File: src/include/lsu_settings.svh
`ifndef LSU_SETTINGS_SVH
`define LSU_SETTINGS_SVH

// Datapath and address width
`define XLEN 32

// Reorder buffer tag width
`define ROB_TAG_BITS 5

// Data memory depth in 32-bit words
`define DMEM_WORDS 256

// Cycles counted after the memory acknowledge, zero allowed
`define MEM_LATENCY_IN_CYCLES 2

`endif

File: src/verilog/lsu_pkg.sv
`default_nettype none

`include "lsu_settings.svh"

package lsu_pkg;

    typedef logic [`XLEN-1:0] xlen_t;
    typedef logic [31:0] inst_t;
    typedef logic [`ROB_TAG_BITS-1:0] rob_tag_t;
    typedef logic [3:0] byte_en_t;
    typedef logic [3:0] lat_count_t;

    // Encoded as funct3[1:0]
    typedef enum logic [1:0] {
        MEM_BYTE = 2'b00,
        MEM_HALF = 2'b01,
        MEM_WORD = 2'b10
    } mem_size_t;

    typedef enum logic [1:0] {
        IDLE,
        REQ,
        WAIT,
        DONE
    } fu_state_t;

    localparam logic [6:0] OPCODE_STORE = 7'b0100011;

endpackage

`default_nettype wire

File: src/verilog/load_align.sv
`timescale 1ns/1ps
`default_nettype none

`include "lsu_settings.svh"

module load_align import lsu_pkg::*; (
    input  xlen_t      rdata,
    input  logic [1:0] addr_low,
    input  logic [2:0] funct3,
    output xlen_t      load_value
);

    xlen_t shifted;

    // Addressed byte or half lands in the low bits
    assign shifted = rdata >> {addr_low, 3'b000};

    always_comb begin
        case (funct3)
            3'b000: begin  // LB
                load_value = {{(`XLEN-8){shifted[7]}}, shifted[7:0]};
            end
            3'b001: begin  // LH
                load_value = {{(`XLEN-16){shifted[15]}}, shifted[15:0]};
            end
            3'b100: begin  // LBU
                load_value = {{(`XLEN-8){1'b0}}, shifted[7:0]};
            end
            3'b101: begin  // LHU
                load_value = {{(`XLEN-16){1'b0}}, shifted[15:0]};
            end
            default: begin
                load_value = rdata;  // LW ignores the offset
            end
        endcase
    end

endmodule

`default_nettype wire

File: config.mk
export PLATFORM = sky130hd
export DESIGN_NAME = load_align
export DESIGN_NICKNAME = d
export VERILOG_FILES = /design/src/verilog/lsu_pkg.sv /design/src/verilog/load_align.sv
export VERILOG_INCLUDE_DIRS = /design/src /design/src/include
export SDC_FILE = /design/constraint.sdc
export NUM_CORES = 1
export LEC_CHECK = 0
export ABC_CLOCK_PERIOD_IN_PS = 2300
export BUFFER_PORTS_ARGS = -buffer_cell sky130_fd_sc_hd__buf_2
export CAP_MARGIN = 20
export CORE_MARGIN = 5
export CORE_UTILIZATION = 34
export DETAILED_ROUTE_END_ITERATION = 6
export PLACE_DENSITY = 0.83
export SLEW_MARGIN = 20
export SYNTH_ARGS = -nofsm -noshare
export SYNTH_HDL_FRONTEND = slang
export SYNTH_SLANG_ARGS = --single-unit
File: constraint.sdc
create_clock -name vclk -period 2.3
set_input_delay 0.69 -clock vclk [all_inputs]
set_output_delay 0.69 -clock vclk [all_outputs]
set_load 0.02 [all_outputs]
==> results of run 1 <==
[synth_stat cells, types with 2 or more instances]
library cell  number  area (um2)
mux2_2             7        78.8
o21ai_1            4        20.0
a22oi_1            5        37.5
inv_1              4        15.0
clkbuf_1           5        18.8
mux2i_1            4        40.0
a22o_1             2        17.5
o21ai_0           17        85.1
a221oi_1           5        43.8
o31ai_1            7        52.6
nand2_1           31         116
[per-layer routing]
| metal | GRT usage, % | GRT overflow |
|---|---|---|
| met3 | 56.8 | 0 |
| met2 | 86.2 | 13 |
| met5 | 22.9 | 0 |
| met1 | 69.3 | 0 |
| met4 | 78.9 | 12 |
[metrics by stage]
stage	area, um2	utilization, %	cells
2_1_floorplan	763	-	106
3_3_place_gp	1330	68.4	221
3_5_place_dp	1330	68.4	221
4_1_cts	1640	84.5	222
[cells by family after synthesis]
kind of cell / Yosys count / synth area share [%]
muxes: 12 / 20.4
buffers and inverters: 12 / 7.95
AOI/OAI and AO/OA: 48 / 51.7
and+or+nand+nor: 34 / 19.9
[timing repair]
item / 4_1_cts
gates cloned: 1
setup endpoints to repair: 32
pin swaps: 11
resized for setup: 67
==> results by group, run 1 <==
Status
  – Status: did not finish
  – Fail Step: 5_1_grt
  – Stop Error: [ERROR GRT-0232] Routing congestion too high. Check the congestion heatmap in the GUI.

Die
  – Placement Rows: 16
  – Initial Util: 35.6%
  – Die H: 55.1 um
  – Number of I/O pins: 69
  – Die width: 55.1 um

Synthesis
  – Cell area after synthesis: 692 um2
  – Count of different cell masters after synthesis: 26
  – Register area share after synthesis: 0%
  – Syn Inst Count: 106
  – Mapped Nets: 143
  – Avg Synthesized Cell Area: 6.53 um2
  – Syn. warnings: 0

Global route
  – Initial antenna violation count: 1
  – GR Util All Layers: 71.6%
  – Largest net degree at the start of global routing: 33
  – Total global routing overflow: 25

Place
  – DP Wirelength: 2.70 mm
  – Global placer's final weighted congestion: 0.874
  – Place WS: -0.379 ns
  – Port bufs: 69

Clock network
  – CTS Hold Buffers Added: 0
  – Post-CTS Repair Setup Buffers: 0

Timing
  – Worst EP kind: top-level output
  – Worst_ep grt: load_value[19]
==> inputs of run 2 (changes only) <==
--- a/config.mk
+++ b/config.mk
@@ -6,13 +6,13 @@
 export SDC_FILE = /design/constraint.sdc
 export NUM_CORES = 1
 export LEC_CHECK = 0
-export ABC_CLOCK_PERIOD_IN_PS = 2300
+export ABC_CLOCK_PERIOD_IN_PS = 3000
 export BUFFER_PORTS_ARGS = -buffer_cell sky130_fd_sc_hd__buf_2
 export CAP_MARGIN = 20
-export CORE_MARGIN = 5
-export CORE_UTILIZATION = 34
+export CORE_AREA = 5 5 66 68
 export DETAILED_ROUTE_END_ITERATION = 6
-export PLACE_DENSITY = 0.83
+export DIE_AREA = 0 0 71 73
+export PLACE_DENSITY_LB_ADDON = 0.15
 export SLEW_MARGIN = 20
 export SYNTH_ARGS = -nofsm -noshare
 export SYNTH_HDL_FRONTEND = slang
==> constraint.sdc (replaced) <==
create_clock -name vclk -period 3
set_input_delay 0.9 -clock vclk [all_inputs]
set_output_delay 0.9 -clock vclk [all_outputs]
set_load 0.02 [all_outputs]
==> run 2 against run 1 <==
  * The flow now finishes, with violations (setup timing)
  * Synthesized cell count did not move
  * Area after synthesis unchanged
==> results by group, run 2 <==
Critical path
  – Worst setup path start: rdata[31]
  – Crit-path max FO: 16
  – Crit path max-delay family: multiplexers
  – Data arrival, critical path: 2.14 ns
  – Critical Path RT: 2.10 ns
  – Setup crit end kind: output pin
  – Setup crit end: load_value[24]
  – Critical Path Start Type: primary input
  – Crit-path cells: buf_6 -> mux4_2 -> o211ai_4 -> buf_12 -> o21ai_0 -> buf_2
  – Critical-path top delay cell: mux4_2
  – Crit path buf inv count: 3
  – Levels on crit path: 6
  – Setup Crit Path Kind: primary input to output pin
  – Max incr delay on CP: 0.53 ns

Timing
  – Max-slew violations: 0
  – Fin crit share: 101%
  – Worst-margin pin slew: 0.329 ns
  – Minimum clock period: 3.04 ns
  – Max Clk Rate: 329 MHz
  – Final worst setup slack: -0.0438 ns
  – Finish-stage setup viols: 19
  – Final hold slack: 2.12 ns
  – Final hold vios: 0
  – Worst rel slew slack: 78.1%
  – Unrepaired setup endpoints after global routing: yes

Cells and area
  – Final Non-Filler Cells: 236
  – Most frequent cells in the layout: 58 x buf_2, 31 x nand2_1, 17 x o21ai_1, 17 x buf_4, 11 x buf_6
  – Fill cell count: 428
  – Area growth, synth to finish: 105%
  – Util after Layout: 37.4%
  – Commonest non-fill, non-tap cell in the layout: buf_2
  – Layout cells sized above 1: 60.2%
  – Register area: 0 um2
  – Seq cells: 0
  – Clkbuf count: 0
  – N_diodes: 0
  – Nets: 225

Global route
  – Initial antenna violation count: 0
  – Total global routing overflow: 0
  – Largest net degree at the start of global routing: 30
  – GR Util All Layers: 12.4%
  – First-pass GRT wire length: 5.48 mm
  – Vias in the first global route: 1,174

Synthesis
  – Most common cell in the netlist: nand2_1
  – Register area share after synthesis: 0% (unchanged)
  – Avg Synthesized Cell Area: 6.53 um2 (unchanged)
  – Mapped Nets: 143 (unchanged)
  – Synth area leader: nand2_1
  – Syn. warnings: 0 (unchanged)
  – Synth top cells by count: 31 x nand2_1, 17 x o21ai_0, 7 x mux2_2, 7 x o31ai_1
  – Cell area after synthesis: 692 um2 (unchanged)
  – Post-synth top area share: 16.8% (unchanged)
  – Count of different cell masters after synthesis: 26 (unchanged)
  – Top post-synthesis cells by area: nand2_1 17%, o21ai_0 12%, mux2_2 11%
  – Syn Inst Count: 106 (unchanged)

Route
  – Via density: 4.71
  – WL met2: 1.73 mm
  – WL final: 3.31 mm
  – Routed length on met1: 1.35 mm
  – WL per Instance: 14.0 um
  – DR WL met3: 203 um
  – Top sig layer: met4
  – Residual DRC count: 0
  – DRT Pass-1 Iters: 3
  – Initial DRC Count: 35
  – Detail Route Antenna Nets: 0
  – Via count: 1,111

Place
  – DP Cell Count: 235 (+6.3%)
  – Place WS: -0.0969 ns (+0.283 ns)
  – Global placer's final weighted congestion: 0.826 (-5.5%)
  – Port bufs: 69 (unchanged)
  – DP Wirelength: 2.63 mm (-2.9%)

Power and ir drop
  – Pwr Total: 0.293 mW
  – Worst vdd ir: 0.0000569 V
  – Pwr Density: 206 nW/um2
  – Leakage: 0.691 nW

Status
  – Violated checks: setup timing
  – Status: finished with violations

Die
  – Number of I/O pins: 69 (unchanged)
  – Core Box Area: 3800 um2
  – Initial Util: 18.2% (-17 points)
  – Die width: 71 um (+29%)
  – Die H: 73 um (+32%)
  – Placement Rows: 23 (+7)
  – Die area: 5180 um2

Hold path
  – Hold Crit Class: primary input to output pin

Clock network
  – CTS Hold Buffers Added: 0 (unchanged)

Flow run
  – MaxCap Viol Count: 0
-- run 2: cell counts after synthesis --
No cell type changed its count.
-- run 2: power by group --
part | switching [mW] | internal, mW | leakage, nW
logic | 0.163 | 0.129 | 0.691
registers | 0 | 0 | 0
clock network | 0 | 0 | 0
total | 0.163 | 0.129 | 0.691
-- run 2: stage by stage --
stage | area [um2] | TNS, ns
after floorplan | 692 | 0
after detailed placement | 1210 | -1.63
after global placement | 1210 | -0.935
after global routing | 1420 | -1.57
after CTS | 1370 | -0.855
final | 1420 | -0.422
-- run 2: cell type report --
class / count / area, um2 / share of cell area (%)
Multi-Input combinational cell: 94 / 767 / 54.0
Inverter: 4 / 15.0 / 1.06
Tap cell: 50 / 62.6 / 4.40
Timing Repair Buffer: 88 / 577 / 40.6
-- run 2: cells by family after synthesis --
kind of cell,count (synthesis),share of synthesized area [%]
AOI/OAI and AO/OA,48,51.7
buffers and inverters,12,7.95
muxes,12,20.4
and+or+nand+nor,34,19.9
-- run 2: timing repair --
| action | 4_1_cts | 5_1_grt |
|---|---|---|
| endpoints found under the hold margin | 0 | 0 |
| cloned | 0 | 0 |
| buffers inserted | 0 | 1 |
| endpoints found under the setup margin | 23 | 28 |
| resized for setup | 27 | 26 |
| pin swaps | 5 | 5 |
-- run 2: worst min-delay path by stage --
stage / from / endpoint / slack [ns] / cells after the start
detailed placement: rdata[1] / load_value[1] / 2.13 / 4
CTS: rdata[1] / load_value[1] / 2.13 / 4
floorplan: rdata[17] / load_value[17] / 1.99 / 2
global placement: rdata[1] / load_value[1] / 2.12 / 4
global route: rdata[13] / load_value[13] / 2.15 / 4
finish: rdata[1] / load_value[1] / 2.12 / 4
-- run 2: per-layer routing --
| layer | up-vias | GRT usage (%) |
|---|---|---|
| met4 | 0 | 1.67 |
| met3 | 4 | 2.20 |
| met1 | 504 | 14.6 |
| li1 | 569 | - |
| met2 | 34 | 23.7 |
| met5 | - | 0 |
(Power assumes the default switching activity.)
