File: src/include/lsu_settings.svh
`ifndef LSU_SETTINGS_SVH
`define LSU_SETTINGS_SVH

// Datapath and address width
`define XLEN 32

// Reorder buffer tag width
`define ROB_TAG_BITS 5

// Data memory depth in 32-bit words
`define DMEM_WORDS 256

// Cycles counted after the memory acknowledge, zero allowed
`define MEM_LATENCY_IN_CYCLES 2

`endif

File: src/verilog/lsu_pkg.sv
`default_nettype none

`include "lsu_settings.svh"

package lsu_pkg;

    typedef logic [`XLEN-1:0] xlen_t;
    typedef logic [31:0] inst_t;
    typedef logic [`ROB_TAG_BITS-1:0] rob_tag_t;
    typedef logic [3:0] byte_en_t;
    typedef logic [3:0] lat_count_t;

    // Encoded as funct3[1:0]
    typedef enum logic [1:0] {
        MEM_BYTE = 2'b00,
        MEM_HALF = 2'b01,
        MEM_WORD = 2'b10
    } mem_size_t;

    typedef enum logic [1:0] {
        IDLE,
        REQ,
        WAIT,
        DONE
    } fu_state_t;

    localparam logic [6:0] OPCODE_STORE = 7'b0100011;

endpackage

`default_nettype wire

File: src/verilog/mem_fu_ctrl.sv
`timescale 1ns/1ps
`default_nettype none

`include "lsu_settings.svh"

module mem_fu_ctrl import lsu_pkg::*; (
    input  logic     clock,
    input  logic     reset,
    input  logic     issue_valid,
    input  inst_t    inst,
    input  xlen_t    rs1_value,
    input  xlen_t    rs2_value,
    input  rob_tag_t rob_tag,
    input  logic     is_store,
    input  xlen_t    store_value,
    input  xlen_t    load_value,
    input  logic     mem_ack,
    input  logic     cdb_ack,
    output logic     issue_ready,
    output inst_t    op_inst,
    output xlen_t    op_rs1,
    output xlen_t    op_rs2,
    output logic     mem_req,
    output logic     done,
    output rob_tag_t done_rob_tag,
    output xlen_t    done_value
);

    fu_state_t state;
    lat_count_t lat_cnt;
    logic accept;
    xlen_t result;

    assign issue_ready = (state == IDLE);
    assign mem_req     = (state == REQ);
    assign done        = (state == DONE);
    assign accept      = issue_valid && issue_ready;
    assign result      = is_store ? store_value : load_value;

    always_ff @(posedge clock) begin
        if (reset) begin
            state   <= IDLE;
            lat_cnt <= '0;
        end else begin
            case (state)
                IDLE: begin
                    if (accept) state <= REQ;
                end
                REQ: begin
                    if (mem_ack) begin
                        lat_cnt <= '0;
                        state   <= (`MEM_LATENCY_IN_CYCLES == 0) ? DONE : WAIT;
                    end
                end
                WAIT: begin
                    if (lat_cnt == lat_count_t'(`MEM_LATENCY_IN_CYCLES - 1)) begin
                        state <= DONE;
                    end else begin
                        lat_cnt <= lat_cnt + 1'b1;
                    end
                end
                DONE: begin
                    if (cdb_ack) state <= IDLE;  // Back-pressure holds here
                end
                default: state <= IDLE;
            endcase
        end
    end

    // Operation capture
    always_ff @(posedge clock) begin
        if (accept) begin
            op_inst      <= inst;
            op_rs1       <= rs1_value;
            op_rs2       <= rs2_value;
            done_rob_tag <= rob_tag;
        end
    end

    // Result latched on the way into DONE
    always_ff @(posedge clock) begin
        if ((state == REQ && mem_ack && `MEM_LATENCY_IN_CYCLES == 0) ||
            (state == WAIT && lat_cnt == lat_count_t'(`MEM_LATENCY_IN_CYCLES - 1))) begin
            done_value <= result;
        end
    end

endmodule

`default_nettype wire

File: config.mk
export PLATFORM = sky130hd
export DESIGN_NAME = mem_fu_ctrl
export DESIGN_NICKNAME = d
export VERILOG_FILES = /design/src/verilog/lsu_pkg.sv /design/src/verilog/mem_fu_ctrl.sv
export VERILOG_INCLUDE_DIRS = /design/src /design/src/include
export SDC_FILE = /design/constraint.sdc
export NUM_CORES = 1
export LEC_CHECK = 0
export ABC_AREA = 1
export BUFFER_PORTS_ARGS = -buffer_cell sky130_fd_sc_hd__clkbuf_2
export CAP_MARGIN = 20
export CORE_AREA = 2 2 120 122
export CTS_CLUSTER_SIZE = 40
export DETAILED_ROUTE_END_ITERATION = 8
export DIE_AREA = 0 0 122 124
export GPL_ROUTABILITY_DRIVEN = 1
export HOLD_SLACK_MARGIN = 0.08
export PLACE_DENSITY = 0.68
export SYNTH_ARGS = -nofsm -noshare
export SYNTH_HDL_FRONTEND = slang
export SYNTH_SLANG_ARGS = --single-unit
File: constraint.sdc
create_clock -name clock -period 6 [get_ports clock]
set_input_delay 0.6 -clock clock [delete_from_list [all_inputs] [get_ports clock]]
set_output_delay 0.6 -clock clock [all_outputs]
set_load 0.05 [all_outputs]
== Yosys cells after proc, flatten, opt, wreduce, memory -nomap -nowiden ==
Index checks and enable logic that the tools add are counted.

* Bits in registers: 139
* Input port bits: 171
* Output and inout bits: 136
* Logic and storage cells: 32

* $add $sub $neg: 1
* Equal/unequal tests: 9
* Mux-type cells: 9
* Reduce and logical (&&, ||, !) cells: 6

{| class="wikitable"
|+ Operator list
! kind !! number
|-
| 32-bit 2-to-1 mux || 1
|-
| 2-bit 2-to-1 mux || 4
|-
| 4-bit 2-to-1 mux || 2
|-
| 2-bit case mux with 4 select lines || 1
|-
| 4-bit case mux with 2 select lines || 1
|-
| 2-bit inequality test, second input constant || 3
|-
| 4-bit by 1-bit adder with 4-bit output, second input constant || 1
|-
| 2-bit equality test, second input constant || 2
|-
| 4-bit by 1-bit equality test with 1-bit output, second input constant || 1
|-
| 2-bit by 1-bit inequality test with 1-bit output, second input constant || 2
|-
| 4-bit AND reduction || 1
|-
| 3-bit AND reduction || 1
|-
| 2-bit by 1-bit equality test with 1-bit output, second input constant || 1
|-
| 1-bit logical AND || 2
|-
| 2-bit logical NOT || 1
|-
| 2-bit nonzero test || 1
|}

== Depth between registers and ports, before layout ==
Gate-level depths: netlist of run 1.

* Depth after elaboration: 4
* Depth in mapped cells: 9
* Gate-level depth less buffers: 9

== Worst setup path after synthesis of run 1 ==
No wires, ideal clock.

* Path kind: flip-flop to flip-flop
* Start point: register state[0]
* End point: register done_rob_tag[0], enable pin
* Setup time: 0.454 ns
* Data arrival time: 2.969 ns
* Data required time: 5.546 ns
* Slack: 2.577 ns
* Stages on the path, launching flop included: 5
* Path buffers: 0
* Clock period less this slack: 3.423 ns
* Cells stage by stage: dfxtp_1 inv_1 ha_1 nand2_1 inv_1

* Longest elaborated chain between the ends: 2

{| class="wikitable"
|+ RTL lines
! what !! RTL line !! source
|-
| start: declaration || mem_fu_ctrl.sv:29 || <nowiki>fu_state_t state;</nowiki>
|-
| start signal: assignment || mem_fu_ctrl.sv:52 || <nowiki>state <= (`MEM_LATENCY_IN_CYCLES == 0) ? DONE : WAIT;</nowiki>
|-
| 2-bit logical NOT || mem_fu_ctrl.sv:34 || <nowiki>assign issue_ready = (state == IDLE);</nowiki>
|-
| via issue_ready || mem_fu_ctrl.sv:19 || <nowiki>output logic issue_ready,</nowiki>
|-
| 1-bit logical AND || mem_fu_ctrl.sv:37 || <nowiki>assign accept = issue_valid && issue_ready;</nowiki>
|-
| via accept || mem_fu_ctrl.sv:31 || <nowiki>logic accept;</nowiki>
|-
| end signal: assignment || mem_fu_ctrl.sv:76 || <nowiki>done_rob_tag <= rob_tag;</nowiki>
|-
| end: declaration || mem_fu_ctrl.sv:25 || <nowiki>output rob_tag_t done_rob_tag,</nowiki>
|}

The timed path passes the listed nets, and every way through them passes these cells.
A chain may end at the register's enable or synchronous reset.

== Worst setup path in the final report of run 1 ==
* Start point: register state[0]
* End point: register op_inst[20], enable pin

* Longest elaborated chain between the ends: 2

{| class="wikitable"
|+ RTL lines
! what !! RTL line !! source
|-
| 2-bit logical NOT || mem_fu_ctrl.sv:34 ||
|-
| 1-bit logical AND || mem_fu_ctrl.sv:37 ||
|-
| via accept || mem_fu_ctrl.sv:31 ||
|-
| end signal: assignment || mem_fu_ctrl.sv:73 || <nowiki>op_inst <= inst;</nowiki>
|-
| end: declaration || mem_fu_ctrl.sv:20 || <nowiki>output inst_t op_inst,</nowiki>
|}

The timed path passes the listed nets, and every way through them passes these cells.

==> results.toml, run 1 <==
[run_status]
status = "finished, final reports clean"

[clocking]
clk_latency_ps = 410
clk_path_buf_depth = 2
ctsHoldBuffers = 0
post_cts_resized = 0
cts_num_sinks = 139
cts-htree-levels = 4
ctsRootBufferMaster = "clkbuf_16"
post-cts-setup-buffer-count = 0
cts_tree = "yes"
clkSlewWorstSetupHoldPaths_ps = 60
cts_made_buffers = 17

[layout]
final_nets = 744
utilization_pct = 52.3
layoutNonFillerInstCount = 760
diodes = 0
drive_gt1_share_pct = 64.1
area_growth_pct = 48.3

[critical_path]
worst_setup_path_start_kind = "flop"
cp-end-kind = "flop"
slowest_stage = "buf_4"
worstPathRequired_ps = 6030
cpPeakStageDelay_ps = 760
crit_fanout = 75
path_delay_family = "buffers and inverters"
cp_cell_sequence = "inv_1 -> ha_1 -> nand2_1 -> inv_4 -> buf_4"
critPathBufInv = 3
worst-setup-path-type = "flop to flop"
cp.arrival_ps = 2240

[logic_synthesis]
ys_async_sr_fraction_pct = 0
synth.most_common_cell = "edfxtp_1"
syn-instance-count = 244
ys_ff_latch = 139
yosys-top-cells-count = "edfxtp_1, mux2_2, nand2_1"
synth_edf_count = 133
ys.flop_type = "edfxtp_1"
postSynthAreaPerCell_um2 = 19.8
synth-seq-area-share_pct = 85.0
synth_fp_nets = 421
yosysTopAreaCell = "edfxtp_1"
netlist.area_leader.share_pct = 82.5
ys_types = 15
synth_area_um2 = 4840
synth_warnings = 0
synthTopCellsByArea = "edfxtp_1, mux2_2, dfxtp_1, ha_1, nand2_1"

[routing]
drc = 0
num_vias = 3262
detail-route-antenna-nets = 0
drt-pass1-iter-count = 4
wirelength_um = 12600
post_drt_wl_per_cell_um = 16.6
first_iter_violations = 171
viasPerCell = 4.29

[timing]
max_slew_margin_pct = 40.6
period_needed_ps = 2200
fin_tns_setup_ps = 0
finClkSkew_ps = 9.19
worst_pin_slew_ps = 891
whs_ps = 358
finalHoldViolations = 0
maxSlewViolCount = 0
fmax_mhz = 454
period_share_pct = 36.7
finalSetupViolations = 0
rsz0062_at_grt = "no"

[power]
vdd_drop_max_mv = 0.169
p_per_area_nw_per_um2 = 461
leakage_nw = 3.18

[place]
dp_cells = 728
port_buffers = 306
gp_congestion = 0.779
dp_hpwl_um = 9950

[job]
drv_cap = 0

[global_routing]
grt_max_degree = 76
grt_remaining_overflow = 0
grt_pass1_wl_um = 17100
grtUsageTotal_pct = 15.9
antenna_found_initial = 0
grt_pass1_vias = 3177

[floorplanning]
io_pins = 307
rows = 43
start_util_pct = 35.3
die-width_um = 122
dieArea_um2 = 15100
core_area_um2 = 13700
die_h_um = 124

[worst_hold_path]
hp-class = "input port to flop"
kinds of logic after synthesis:
kind of cell / share of synthesized area [%]
DFF: 85.0
and+or+nand+nor: 3.72
AOI/OAI and AO/OA: 0.465
buffers and inverters: 1.81
adders and majority gates: 1.55
muxes: 7.45
report_power, final:
part           switching, mW  internal, mW
registers             0.0491          1.28
clock network          0.405         0.620
logic                  0.757         0.194
total                   1.21          2.10
placed cells by master, fill, tap and decap left out, types with 3 or more instances in the layout:
cell / count
clkbuf_2: 306
edfxtp_1: 133
mux2_2: 30
nand2_1: 19
clkbuf_16: 17
inv_1: 15
nor2_1: 15
nand3_1: 7
ha_1: 6
dfxtp_1: 6
a21oi_1: 3
inv_6: 3
clkinvlp_4: 3
clkinv_4: 3
worst paths after layout:
| path | depth (start not counted) | endpoint | startpoint | slack (ps) |
|---|---|---|---|---|
| hold / removal | 1 | op_rs2[2]$_DFFE_PP_ | rs2_value[2] | 360 |
| hold reg to reg | 2 | lat_cnt[1]$_SDFFE_PP0P_ | lat_cnt[1]$_SDFFE_PP0P_ | 510 |
| setup / recovery | 5 | op_inst[20]$_DFFE_PP_ | state[0]$_SDFFE_PP0P_ | 3800 |
| setup reg to reg | 5 | op_inst[20]$_DFFE_PP_ | state[0]$_SDFFE_PP0P_ | 3800 |
flip-flops by register name (all words and copies together) (netlist names):
| name | flops |
|---|---|
| state | 2 |
| op_rs1 | 32 |
| op_rs2 | 32 |
| done_value | 32 |
| lat_cnt | 4 |
| done_rob_tag | 5 |
| op_inst | 32 |
worst register-to-register path, delay by kind of cell, from the launching register on:
| kind | cells | cell delay, ps |
|---|---|---|
| adder cells (fa/ha/maj) | 1 | 210 |
| buffers and inverters | 3 | 1120 |
| flip-flops | 1 | 340 |
| AND/OR/NAND/NOR | 1 | 110 |
routing by layer:
layer	up-vias	wire length (um)	GRT usage [%]
met5	-	0	0
met4	0	156	6.54
met3	11	1160	6.91
met2	167	7100	29.3
met1	1532	4200	15.7
li1	1552	-	-
area by class of cell:
type	instances	area (um^2)
clock buffer	17	425
clock inverter	15	166
fill	1156	6540
inverter	16	62.6
multi-input combinational	85	638
sequential	139	4110
tap	180	225
timing repair buffer	308	1550
stage by stage:
step	setup slack [ps]	total power, mW	instance area [um^2]
3_3_place_gp	3790	2.29	6590
5_1_grt	3600	3.45	7180
3_5_place_dp	3760	2.31	6590
6_report	3800	3.31	7180
4_1_cts	3790	3.34	7180
2_1_floorplan	2580	2.08	4840
No activity file was read; power rests on OpenSTA's default activity.
==> run 2, diff against run 1 <==
PLACE_DENSITY = 0.71   (was 0.68)
clock period = 1.95 ns   (was 6 ns; I/O delays follow)
==> results.toml, run 2 (synthesized netlist as in run 1, its figures left out) <==
[timing]
maxSlewViolCount = 0
rsz0062_at_grt = "no"
period_needed_ps = 1690
worst_pin_slew_ps = 404
period_share_pct = 86.7
finClkSkew_ps = 9.76
fmax_mhz = 591
finalHoldViolations = 0
max_slew_margin_pct = 73.1
finalSetupViolations = 0

[clocking]
clkSlewWorstSetupHoldPaths_ps = 60
cts_made_buffers = 17
cts_tree = "yes"
cts_num_sinks = 139
clk_path_buf_depth = 2
cts-htree-levels = 4
post-cts-setup-buffer-count = 0
ctsRootBufferMaster = "clkbuf_16"
clk_latency_ps = 410

[worst_hold_path]
min_to = "done_value[20]$_DFFE_PP_"
hold_path_startpoint = "load_value[20]"
hold_depth = 2
hp-class = "input port to flop"

[critical_path]
reg2reg_slack_ps = 260
cp.arrival_ps = 1790
worst_setup_path_start_kind = "flop"
reg2reg_depth = 5
r2r-end = "done_value[24]$_DFFE_PP_"
cp-end-kind = "flop"
worst-setup-path-type = "flop to flop"
rr_startpoint = "state[0]$_SDFFE_PP0P_"
crit_fanout = 30
worstPathRequired_ps = 2050

[layout]
area_growth_pct = 79.8
utilization_pct = 63.4
final_area_um2 = 8700
drive_gt1_share_pct = 52.3
num-fill-cells = 970
layout_common_cells = "clkbuf_2, dlygate4sd3_1, edfxtp_1"
final_common_cell = "clkbuf_2"
final_nets = 895

[routing]
detail-route-antenna-nets = 0
num_vias = 3985
post_drt_wl_per_cell_um = 16.8
wirelength_um = 15300
viasPerCell = 4.37
first_iter_violations = 200
drc = 0
drt-pass1-iter-count = 4

[floorplanning]
die-width_um = 122
rows = 43
io_pins = 307
dieArea_um2 = 15100
die_h_um = 124
core_area_um2 = 13700
start_util_pct = 35.3

[global_routing]
grt_pass1_wl_um = 21400
grt_pass1_vias = 4107
grtUsageTotal_pct = 19.6
grt_max_degree = 36
antenna_found_initial = 1
grt_remaining_overflow = 0

[place]
port_buffers = 306
gp_congestion = 0.771
place_area_um2 = 6670
dp_hpwl_um = 9850

[power]
p_per_area_nw_per_um2 = 1200
leakage_nw = 3.80
vdd_drop_max_mv = 0.532

[job]
drv_cap = 0

[run_status]
status = "finished, final reports clean"
[run 2: how the worst max path moves through the flow]
| stage | startpoint | endpoint | slack, ps | cells after the start |
|---|---|---|---|---|
| floorplan | state[0]$_SDFFE_PP0P_ | done_rob_tag[0]$_DFFE_PP_ | -610 | 4 |
| global placement | state[0]$_SDFFE_PP0P_ | done_value[21]$_DFFE_PP_ | 330 | 5 |
| detailed placement | state[0]$_SDFFE_PP0P_ | done_value[17]$_DFFE_PP_ | 270 | 5 |
| CTS | state[0]$_SDFFE_PP0P_ | done_value[14]$_DFFE_PP_ | 260 | 5 |
| global route | state[0]$_SDFFE_PP0P_ | done_value[24]$_DFFE_PP_ | 180 | 5 |
| finish | state[0]$_SDFFE_PP0P_ | done_value[24]$_DFFE_PP_ | 260 | 5 |
[run 2: worst max-delay path, stage by stage (launching register included)]
cell	delay, ps
dfxtp_2	340
inv_2	70
ha_1	270
nand3_1	250
inv_1	210
buf_12	220
[run 2: cell type report]
class	instances	area (um^2)	share of cell area, %
inverter	16	63.8	0.733
clock inverter	15	129	1.48
antenna	1	2.50	0.0288
timing repair buffer	459	3090	35.5
multi-input combinational	85	653	7.51
tap	180	225	2.59
clock buffer	17	425	4.89
sequential	139	4120	47.3
[run 2: stage by stage]
stage / setup slack (ps) / cells / hold slack, ps / power, mW / setup TNS (ps)
5_1_grt: 177 / 912 / 82.8 / 10.9 / 0
3_3_place_gp: 329 / 732 / 374 / 7.16 / 0
6_report: 259 / 912 / 103 / 10.5 / 0
2_1_floorplan: -608 / 244 / 264 / 6.43 / -61380
4_1_cts: 264 / 911 / 80.1 / 10.5 / 0
3_5_place_dp: 267 / 732 / 374 / 7.26 / 0
[run 2: where the power goes]
group / total, mW / switching (mW) / leakage [nW] / internal (mW)
clock: 3.00 / 1.33 / 0.261 / 1.67
sequential: 4.12 / 0.182 / 1.29 / 3.94
combinational: 3.35 / 2.45 / 2.25 / 0.905
total: 10.5 / 3.96 / 3.80 / 6.52
[run 2: routing by layer]
metal  up-vias  wire [um]  GRT usage [%]
li1       1860          -              -
met1      1887       5130           18.7
met2       215       8540           37.5
met3        23       1360           7.78
met4         0        295           7.33
met5         -          0              0
[run 2: repair_timing]
| item | 4_1_cts | 5_1_grt |
|---|---|---|
| hold endpoints to repair | 126 | 0 |
| gates resized for setup | 0 | 0 |
| hold buffers | 147 | 0 |
