File: src/include/lsu_settings.svh
`ifndef LSU_SETTINGS_SVH
`define LSU_SETTINGS_SVH

// Datapath and address width
`define XLEN 32

// Reorder buffer tag width
`define ROB_TAG_BITS 5

// Data memory depth in 32-bit words
`define DMEM_WORDS 256

// Cycles counted after the memory acknowledge, zero allowed
`define MEM_LATENCY_IN_CYCLES 2

`endif

File: src/verilog/lsu_pkg.sv
`default_nettype none

`include "lsu_settings.svh"

package lsu_pkg;

    typedef logic [`XLEN-1:0] xlen_t;
    typedef logic [31:0] inst_t;
    typedef logic [`ROB_TAG_BITS-1:0] rob_tag_t;
    typedef logic [3:0] byte_en_t;
    typedef logic [3:0] lat_count_t;

    // Encoded as funct3[1:0]
    typedef enum logic [1:0] {
        MEM_BYTE = 2'b00,
        MEM_HALF = 2'b01,
        MEM_WORD = 2'b10
    } mem_size_t;

    typedef enum logic [1:0] {
        IDLE,
        REQ,
        WAIT,
        DONE
    } fu_state_t;

    localparam logic [6:0] OPCODE_STORE = 7'b0100011;

endpackage

`default_nettype wire

File: src/verilog/agu.sv
`timescale 1ns/1ps
`default_nettype none

`include "lsu_settings.svh"

module agu import lsu_pkg::*; (
    input  inst_t      op_inst,
    input  xlen_t      op_rs1,
    input  xlen_t      op_rs2,
    output logic       is_store,
    output xlen_t      addr,
    output mem_size_t  size,
    output byte_en_t   byte_en,
    output xlen_t      wdata,
    output xlen_t      store_value,
    output logic [2:0] funct3
);

    xlen_t imm_s;
    xlen_t imm_i;
    logic [1:0] offset;

    assign is_store = (op_inst[6:0] == OPCODE_STORE);
    assign funct3   = op_inst[14:12];

    // S-type splits the immediate around rd
    assign imm_s = {{(`XLEN-12){op_inst[31]}}, op_inst[31:25], op_inst[11:7]};
    assign imm_i = {{(`XLEN-12){op_inst[31]}}, op_inst[31:20]};

    assign addr   = op_rs1 + (is_store ? imm_s : imm_i);
    assign offset = addr[1:0];
    assign size   = mem_size_t'(funct3[1:0]);

    always_comb begin
        case (size)
            MEM_BYTE: byte_en = byte_en_t'(4'b0001 << offset);
            MEM_HALF: byte_en = byte_en_t'(4'b0011 << offset);  // Upper lane drops at offset 3
            default:  byte_en = 4'b1111;
        endcase
    end

    // Move store bytes into their lanes
    assign wdata = op_rs2 << {offset, 3'b000};

    assign store_value = op_rs2;  // Unshifted store result

endmodule

`default_nettype wire

File: config.mk
export PLATFORM = sky130hd
export DESIGN_NAME = agu
export DESIGN_NICKNAME = d
export VERILOG_FILES = /design/src/verilog/lsu_pkg.sv /design/src/verilog/agu.sv
export VERILOG_INCLUDE_DIRS = /design/src /design/src/include
export SDC_FILE = /design/constraint.sdc
export NUM_CORES = 1
export LEC_CHECK = 0
export ABC_AREA = 1
export BUFFER_PORTS_ARGS = -buffer_cell sky130_fd_sc_hd__buf_2
export CORE_MARGIN = 10
export CORE_UTILIZATION = 49
export DETAILED_ROUTE_END_ITERATION = 10
export PLACE_DENSITY = 0.9
export SLEW_MARGIN = 20
export SYNTH_ARGS = -nofsm -noshare
export SYNTH_HDL_FRONTEND = slang
export SYNTH_SLANG_ARGS = --single-unit
File: constraint.sdc
create_clock -name vclk -period 5.8
set_input_delay 0.58 -clock vclk [all_inputs]
set_output_delay 0.58 -clock vclk [all_outputs]
set_load 0.1 [all_outputs]
=== After elaboration in Yosys (flattened, before gate mapping) ===
Cells that the tools add are included.

* $add $sub $neg: 1
* Eq/ne operators: 2
* Shift operators: 3
* Muxes and demuxes: 2
* Reductions and logical operators: 1

{| class="wikitable"
|+ Operators by type and width
! operator !! number
|-
| adder 32 bit || 1
|-
| << shifter 32 x 5 -> 32 bit || 1
|-
| case mux 4 bit (2 select lines) || 1
|-
| equality test 7 x 6 -> 1 bit (second input constant) || 1
|-
| two-way mux 5 bit || 1
|-
| << shifter 1 x 2 -> 4 bit (first input constant) || 1
|-
| << shifter 2 x 2 -> 4 bit (first input constant) || 1
|-
| equality test 2 x 1 -> 1 bit (second input constant) || 1
|-
| zero test 2 bit || 1
|}

* Bits in registers: 0
* Input bits: 96
* Output and inout bits: 106
* Logic and storage cells: 9

=== Depth between registers and ports, before layout ===
Gate-level depths: netlist of the first run.

* Depth in word-level cells: 5
* Depth in mapped cells: 17
* Depth with buffers taken out: 17

=== Worst setup path before layout of the first run ===
OpenSTA, ideal clock, no wires.

* Kind: input to output
* Start point: input port op_inst[5]
* End point: output port byte_en[3]
* Arrival time: 5.488 ns
* Data required time: 5.220 ns
* Path slack: -0.268 ns
* Stages: 10
* Buffers on the path: 1
* Cells stage by stage: nor3b_1 -> nand4_1 -> inv_1 -> nand2_1 -> nand2_1 -> ha_1 -> fa_1 -> buf_2 -> inv_2 -> o21ai_0

* Longest elaborated chain between the ends: 5
* Elaborated cells on any way between the ends: 6
* Classes of those cells: add/sub (1); eq/ne (1); shift (2); mux (2)

{| class="wikitable"
|+ RTL lines
! what !! line !! text
|-
| from (decl) || agu.sv:7 || <nowiki>input inst_t op_inst,</nowiki>
|-
| equality test 7 x 6 -> 1 bit * || agu.sv:23 || <nowiki>assign is_store = (op_inst[6:0] == OPCODE_STORE);</nowiki>
|-
| net is_store || agu.sv:10 || <nowiki>output logic is_store,</nowiki>
|-
| two-way mux 5 bit * || agu.sv:30 || <nowiki>assign addr = op_rs1 + (is_store ? imm_s : imm_i);</nowiki>
|-
| adder 32 bit * || agu.sv:30 ||
|-
| net addr[1] || agu.sv:11 || <nowiki>output xlen_t addr,</nowiki>
|-
| << shifter 2 x 2 -> 4 bit / << shifter 1 x 2 -> 4 bit (equally long branches) || agu.sv:37, agu.sv:36 ||
|-
| case mux 4 bit (2 select lines) * || agu.sv:35 || <nowiki>case (size)</nowiki>
|-
| to (decl) || agu.sv:13 || <nowiki>output byte_en_t byte_en,</nowiki>
|}

The timed path passes the listed nets; every way through them passes the cells marked *.

=== Final worst setup path of the first run ===
* Start point: input port op_inst[4]
* End point: output port wdata[26]

* Longest elaborated chain between the ends: 4

{| class="wikitable"
|+ RTL lines
! what !! line !! text
|-
| equality test 7 x 6 -> 1 bit || agu.sv:23 ||
|-
| two-way mux 5 bit || agu.sv:30 ||
|-
| adder 32 bit || agu.sv:30 ||
|-
| << shifter 32 x 5 -> 32 bit || agu.sv:43 || <nowiki>assign wdata = op_rs2 << {offset, 3'b000};</nowiki>
|-
| to (decl) || agu.sv:14 || <nowiki>output xlen_t wdata,</nowiki>
|}

No other way between the ends.

==> results.md, run 1 <==
* All-layer global routing usage at 0.2173
* Internal power of the cells at 189.5 uW
* Vias in the first global route at 3,987
* Via count at 4,295
* Post-Synthesis Cell Area at 3207 um2
* Starting Density at 0.5050
* Synth area leaders: nand2_1 (32%), inv_1 (14%), ha_1 (12%)
* First-pass GRT wire length at 18,940 um
* Cell variety after synth at 27
* Final WL at 11,930 um
* Top routing layer in use: met4
* PnR Total Power at 1167 uW
* CTS Hold Bufs at 0
* Post-DP Area at 3983 um2
* Placer Congestion at 0.9324
* Kind of critical path: input port to output pin
* Met1 WL at 4693 um
* Metal2 WL at 5809 um
* Routed wl met3 at 1032 um
* Area share of xor/xnor cells in the synthesized design at 0.04370
* Hold Path Class: input port to output pin
* VDD IR max at 0.2708 mV
* DP Wirelength at 10,750 um
* Share of post-route cells with drive strength above 1 at 0.2734
* Fin nets at 942
* Crit end category: output pin
* Tcrit/Tclk final at 0.7433
* Storage element area at 0 um2
* Relative slew slack at 0.5419
* Die Area at 10,180 um2
* Largest net degree at the start of global routing at 22
* Arr. time, crit path at 3.73 ns
* Initial antenna violation count at 0
* Largest family of logic cells by synthesized area: simple AND/OR/NAND/NOR gates
* Synth warnings at 0
* # setup viols final at 0
* Clk pwr share at 0
* Placement Rows at 29
* IO Port Bufs at 195
* RSZ-0062 raised after global routing: false
* Fmax at 0.2320 GHz
* Post-Syn Nets at 786
* Power Density at 293.1 nW/um2
* Hold_ws at 1.161 ns
* Status: completed
* Core footprint at 6350 um2
* Part of the Yosys area used for sequential elements at 0
* Cells after Synth at 658
* Mean Syn Cell Area at 4.874 um2
* Vias/cell at 4.831
* Adder-cell share of the synthesized area at 0.1272
* First-pass iteration count of the detailed router at 4
* Final Max Slew Viols at 0
* Power share of the combinational group at 1.000
* Crit start category: input port
* Sw Pwr at 977.8 uW
* Detailed Route Iter0 Violations at 205
* Global route overflow at 0
* # Post-CTS Setup Buffers at 0
* Synth Area in Compound Gates at 0.08779
* Post-synth top area share at 0.3184
* Die Y at 100.9 um
* Area delta synth->final at 24.19%
* Slew @ Worst Pin at 0.6865 ns
* # resized after CTS at 0
* Synth area leader: nand2_1
* Post-synthesis mux area share at 0
* Post-Place Setup Slack at 1.486 ns
* Die width at 100.9 um
* Final-layout fill cell count at 666
* ANT cells at 0
* Critical-path maximum fanout at 17
* Post-DRT Antenna Nets at 0
* Setup ws final at 1.489 ns
* Switching share of power at 0.8377
* Top Ports at 202
* Residual DRC at 0
* LEAKAGE at 0.002800 uW
* Sequential power share at 0
* Fin area at 3983 um2
* WL/cell at 13.42 um
* Maxcap violations at 0
* # clk buffers at 0
* Synth Area in Simple Gates at 0.4990
* Final Hold Vio Count at 0
* Min Tclk post-route at 4.311 ns
* FFs & Latches at 0
* Required time worst endpoint at 5.22 ns
power groups by stage:
stage | clock network [uW] | logic (uW) | registers (uW)
after floorplan | 0 | 990 | 0
after global placement | 0 | 1160 | 0
after detailed placement | 0 | 1170 | 0
after CTS | 0 | 1170 | 0
after global routing | 0 | 1230 | 0
final | 0 | 1170 | 0
cells in the mapped netlist:
master / number
clkinv_1: 1
nand3_1: 33
o21bai_1: 2
nor2_1: 57
or2_1: 1
inv_1: 121
nor2_2: 5
nor3b_1: 1
nand2_1: 272
buf_4: 38
inv_2: 4
a21o_1: 1
xor2_1: 14
ha_1: 31
clkbuf_1: 1
nand2_2: 12
nand3_2: 2
o21ai_0: 18
nand4_1: 4
fa_1: 1
a21oi_1: 20
buf_2: 3
nor3_2: 2
a22oi_1: 8
xnor2_1: 2
nor3_1: 3
a21oi_2: 1
path summary, 6_finish.rpt:
kind	slack, ns	cells past startpoint	start	to
worst max-delay path	1.49	12	op_inst[4]	wdata[26]
worst min-delay path	1.16	0	op_inst[14]	funct3[2]
kinds of logic (layout without fill, tap and decap cells):
group,after synthesis,in the layout
simple gates,392,392
buf+inv,168,322
compound gates,50,50
fa+ha+maj,32,32
xor+xnor,16,16
cells in the final DEF (no fill, tap or decap):
| cell type | instances |
|---|---|
| a21o_1 | 1 |
| a21oi_1 | 20 |
| a21oi_2 | 1 |
| a22oi_1 | 8 |
| buf_2 | 195 |
| buf_4 | 1 |
| clkinv_1 | 1 |
| fa_1 | 1 |
| ha_1 | 31 |
| inv_1 | 121 |
| inv_2 | 4 |
| nand2_1 | 272 |
| nand2_2 | 12 |
| nand3_1 | 33 |
| nand3_2 | 2 |
| nand4_1 | 4 |
| nor2_1 | 57 |
| nor2_2 | 5 |
| nor3_1 | 3 |
| nor3_2 | 2 |
| nor3b_1 | 1 |
| o21ai_0 | 18 |
| o21bai_1 | 2 |
| or2_1 | 1 |
| xnor2_1 | 2 |
| xor2_1 | 14 |
metrics by stage:
| stage | TNS, ns | utilization | instances |
|---|---|---|---|
| final | 0 | 0.6272 | 889 |
| after global routing | 0 | 0.6272 | 889 |
| after CTS | 0 | 0.6272 | 889 |
| after detailed placement | 0 | 0.6272 | 889 |
| after global placement | 0 | 0.6272 | 889 |
| after floorplan | -2.548 | - | 658 |
area by class of cell:
type / instances / area (um2) / share of cell area
inverters: 126 / 473.0 / 0.1188
multi-input cells: 490 / 2430 / 0.6101
well taps: 77 / 96.34 / 0.02419
repair buffers: 196 / 983.4 / 0.2469
critical path: stages:
cell and delay, ns:
buf_2 0.10, nor3b_1 0.19, nand4_1 0.23, inv_1 0.23, nand2_1 0.07, nand2_1 0.06, ha_1 0.22, fa_1 0.66
nor2_2 0.65, a22oi_1 0.14, o21ai_0 0.11, buf_2 0.47
layer usage:
| layer | GRT usage | vias up |
|---|---|---|
| met1 | 0.2378 | 1818 |
| met5 | 0 | - |
| met3 | 0.03909 | 25 |
| li1 | - | 2277 |
| met2 | 0.4143 | 175 |
| met4 | 0.05573 | 0 |
Note: power is estimated with default switching activity, not from simulation.
==> inputs of run 2 (changes only) <==
--- a/config.mk
+++ b/config.mk
@@ -6,12 +6,12 @@
 export SDC_FILE = /design/constraint.sdc
 export NUM_CORES = 1
 export LEC_CHECK = 0
-export ABC_AREA = 1
+export ABC_AREA = 0
 export BUFFER_PORTS_ARGS = -buffer_cell sky130_fd_sc_hd__buf_2
 export CORE_MARGIN = 10
-export CORE_UTILIZATION = 49
+export CORE_UTILIZATION = 42
 export DETAILED_ROUTE_END_ITERATION = 10
-export PLACE_DENSITY = 0.9
+export PLACE_DENSITY = 0.85
 export SLEW_MARGIN = 20
 export SYNTH_ARGS = -nofsm -noshare
 export SYNTH_HDL_FRONTEND = slang
==> constraint.sdc (replaced) <==
create_clock -name vclk -period 4.2
set_input_delay 0.42 -clock vclk [all_inputs]
set_output_delay 0.42 -clock vclk [all_outputs]
set_load 0.1 [all_outputs]
==> results.md, run 2 <==
* DP Wirelength at 9971 um (-7.2%)
* Die Y at 98.13 um (-2.7%)
* Post-Synthesis Cell Area at 2564 um2 (-20%)
* Final Max Slew Viols at 0 (unchanged)
* Initial antenna violation count at 1 (+1)
* Arr. time, crit path at 3.64 ns (-0.09 ns)
* Die Area at 9630 um2 (-5.4%)
* CP startpoint: op_inst[2]
* Part of the Yosys area used for sequential elements at 0 (unchanged)
* Commonest cells after routing, fill and taps aside: buf_2 (171), nand2_1 (35), ha_1 (29)
* LEAKAGE at 0.002174 uW (-22%)
* Post-synth top cells: buf_4 (37), a21oi_1 (35), nand2_1 (35)
* Hold path depth at 0 (unchanged)
* Power Density at 443.6 nW/um2 (+51%)
* Met2 GRT Util at 0.4234 (+0.009100)
* Final WL at 11,350 um (-4.8%)
* Required time worst endpoint at 3.78 ns (-1.44 ns)
* Crit start category: input port
* # setup viols final at 0 (unchanged)
* Met3 GRT Util at 0.04017 (+0.001074)
* Min Tclk post-route at 4.064 ns
* Starting Density at 0.4330 (-0.07202)
* Hold_ws at 0.8402 ns (-0.3207 ns)
* Placer Congestion at 0.8909 (-4.5%)
* Hold Path Class: input port to output pin
* Global route overflow at 0 (unchanged)
* Share of post-route cells with drive strength above 1 at 0.5888 (+0.3154)
* Status: completed
* Critical-path maximum fanout at 4 (-13)
* Post-synth top area share at 0.1513 (-0.1671)
* FFs & Latches at 0 (unchanged)
* Tcrit/Tclk final at 0.9675
* Cell variety after synth at 49 (+81%)
* Residual DRC at 0 (unchanged)
* Die width at 98.13 um (-2.7%)
* Slew @ Worst Pin at 0.5342 ns (-0.1523 ns)
* Fmax at 0.2461 GHz
* Vias/cell at 5.620 (+16%)
* Core footprint at 5921 um2 (-6.8%)
* # clk buffers at 0 (unchanged)
* Mean Syn Cell Area at 7.043 um2 (+45%)
* Setup ws final at 0.1365 ns (-1.353 ns)
* All-layer global routing usage at 0.2120 (-0.005291)
* Cells after Synth at 364 (-45%)
* Crit end category: output pin
* First-pass iteration count of the detailed router at 4 (unchanged)
* Kind of critical path: input port to output pin
* PnR Total Power at 1984 uW (+70%)
* Storage element area at 0 um2 (unchanged)
* Most common cell after layout, fill and taps aside: buf_2
* Relative slew slack at 0.6401 (+0.09826)
* Min-delay src: op_inst[14]
* Most numerous cell in the Yosys netlist: buf_4
* Post-Place Setup Slack at 0.05381 ns (-1.432 ns)
* Synth warnings at 0 (unchanged)
* WL/cell at 19.11 um (+42%)
* Maxcap violations at 0 (unchanged)
* Area delta synth->final at 74.48%
* Met1 Usage GRT at 0.2313 (-0.006563)
* Post-Syn Nets at 492 (-37%)
* VDD IR max at 0.4193 mV (+55%)
* Final Hold Vio Count at 0 (unchanged)
* Synth area leader: ha_1
* Most Crowded Layer GR: met2
* Fin nets at 648 (-31%)
* IO Port Bufs at 195 (unchanged)
* Top Ports at 202 (unchanged)
* Placement Rows at 28 (-3.4%)
* First-pass GRT wire length at 17,640 um (-6.9%)
* Synth area leaders: ha_1 (15%), buf_4 (11%), a21oi_1 (6.8%)
* Detailed Route Iter0 Violations at 137 (-33%)
* Vias in the first global route at 3,336 (-16%)
* Largest net degree at the start of global routing at 28 (+27%)
* Via count at 3,338 (-22%)
* # Post-CTS Setup Buffers at 0 (unchanged)
* Post-DRT Antenna Nets at 0 (unchanged)
* Endpoint with the worst hold slack: funct3[2]
-- run 2: changes by cell type after synthesis, moves of 8 or more --
cell	before	now
nand2_1	272	35
inv_1	121	5
nor2_1	57	19
nand3_1	33	7
a21o_1	1	19
mux2i_1	0	17
a21oi_1	20	35
xnor2_1	2	16
clkbuf_1	1	13
nand2_2	12	0
nor2b_1	0	12
a211oi_1	0	11
and2_1	0	9
a22oi_1	8	0
-- run 2: per-stage QoR --
stage	instance area, um2	setup TNS (ns)	std cells	util
global placement	4415	0	593	0.7458
detailed placement	4415	0	593	0.7458
floorplan	3304	-0.3090	364	-
finish	4473	0	594	0.7555
CTS	4415	0	593	0.7458
global route	4471	-0.009748	593	0.7551
-- run 2: worst max path at each step --
stage                 to
2_1_floorplan  wdata[24]
3_3_place_gp    addr[18]
3_5_place_dp    addr[18]
4_1_cts         addr[18]
5_1_grt         addr[23]
6_report        addr[18]
-- run 2: cell type report --
| cell class | instances | area, um2 |
|---|---|---|
| well taps | 75 | 93.84 |
| multi-input cells | 306 | 2937 |
| fillers | 436 | 1448 |
| repair buffers | 207 | 1418 |
| inverters | 5 | 22.52 |
| diodes | 1 | 2.502 |
-- run 2: worst max-delay path: stages --
cell	delay, ns
buf_2	0.11
nor4b_4	0.25
nand4b_1	0.26
nand2_1	0.14
nand2_1	0.06
ha_2	0.21
fa_2	0.43
a21oi_4	0.18
o21ai_2	0.12
a211o_1	0.32
a21oi_2	0.21
o221ai_4	0.16
or3b_1	0.42
and3_4	0.18
buf_6	0.18
-- run 2: what timing repair did --
| action | CTS | global route |
|---|---|---|
| resized for setup | 0 | 9 |
| hold buffers | 0 | 0 |
| endpoints found under the setup margin | 0 | 5 |
| hold endpoints to repair | 0 | 0 |
-- run 2: logic make-up after synthesis --
family                     count (synthesis)  synth area share
xor gates and xnor gates                  30            0.1025
buffers and inverters                     58            0.1391
and+or+nand+nor                          103            0.1977
AOI/OAI and AO/OA                        124            0.3353
muxes                                     17           0.06637
adders and majority gates                 32            0.1591
-- run 2: routing by layer --
layer	vias to the layer above	share of wire
met1	1579	0.38
met4	0	0.0080
met3	8	0.066
li1	1600	-
met5	-	0
met2	151	0.55
-- run 2: where the power goes --
group | switching, uW | internal, uW | total, uW
clock | 0 | 0.0000318 | 0.0000318
sequential | 0 | 0 | 0
combinational | 1450 | 539 | 1980
total | 1450 | 539 | 1980
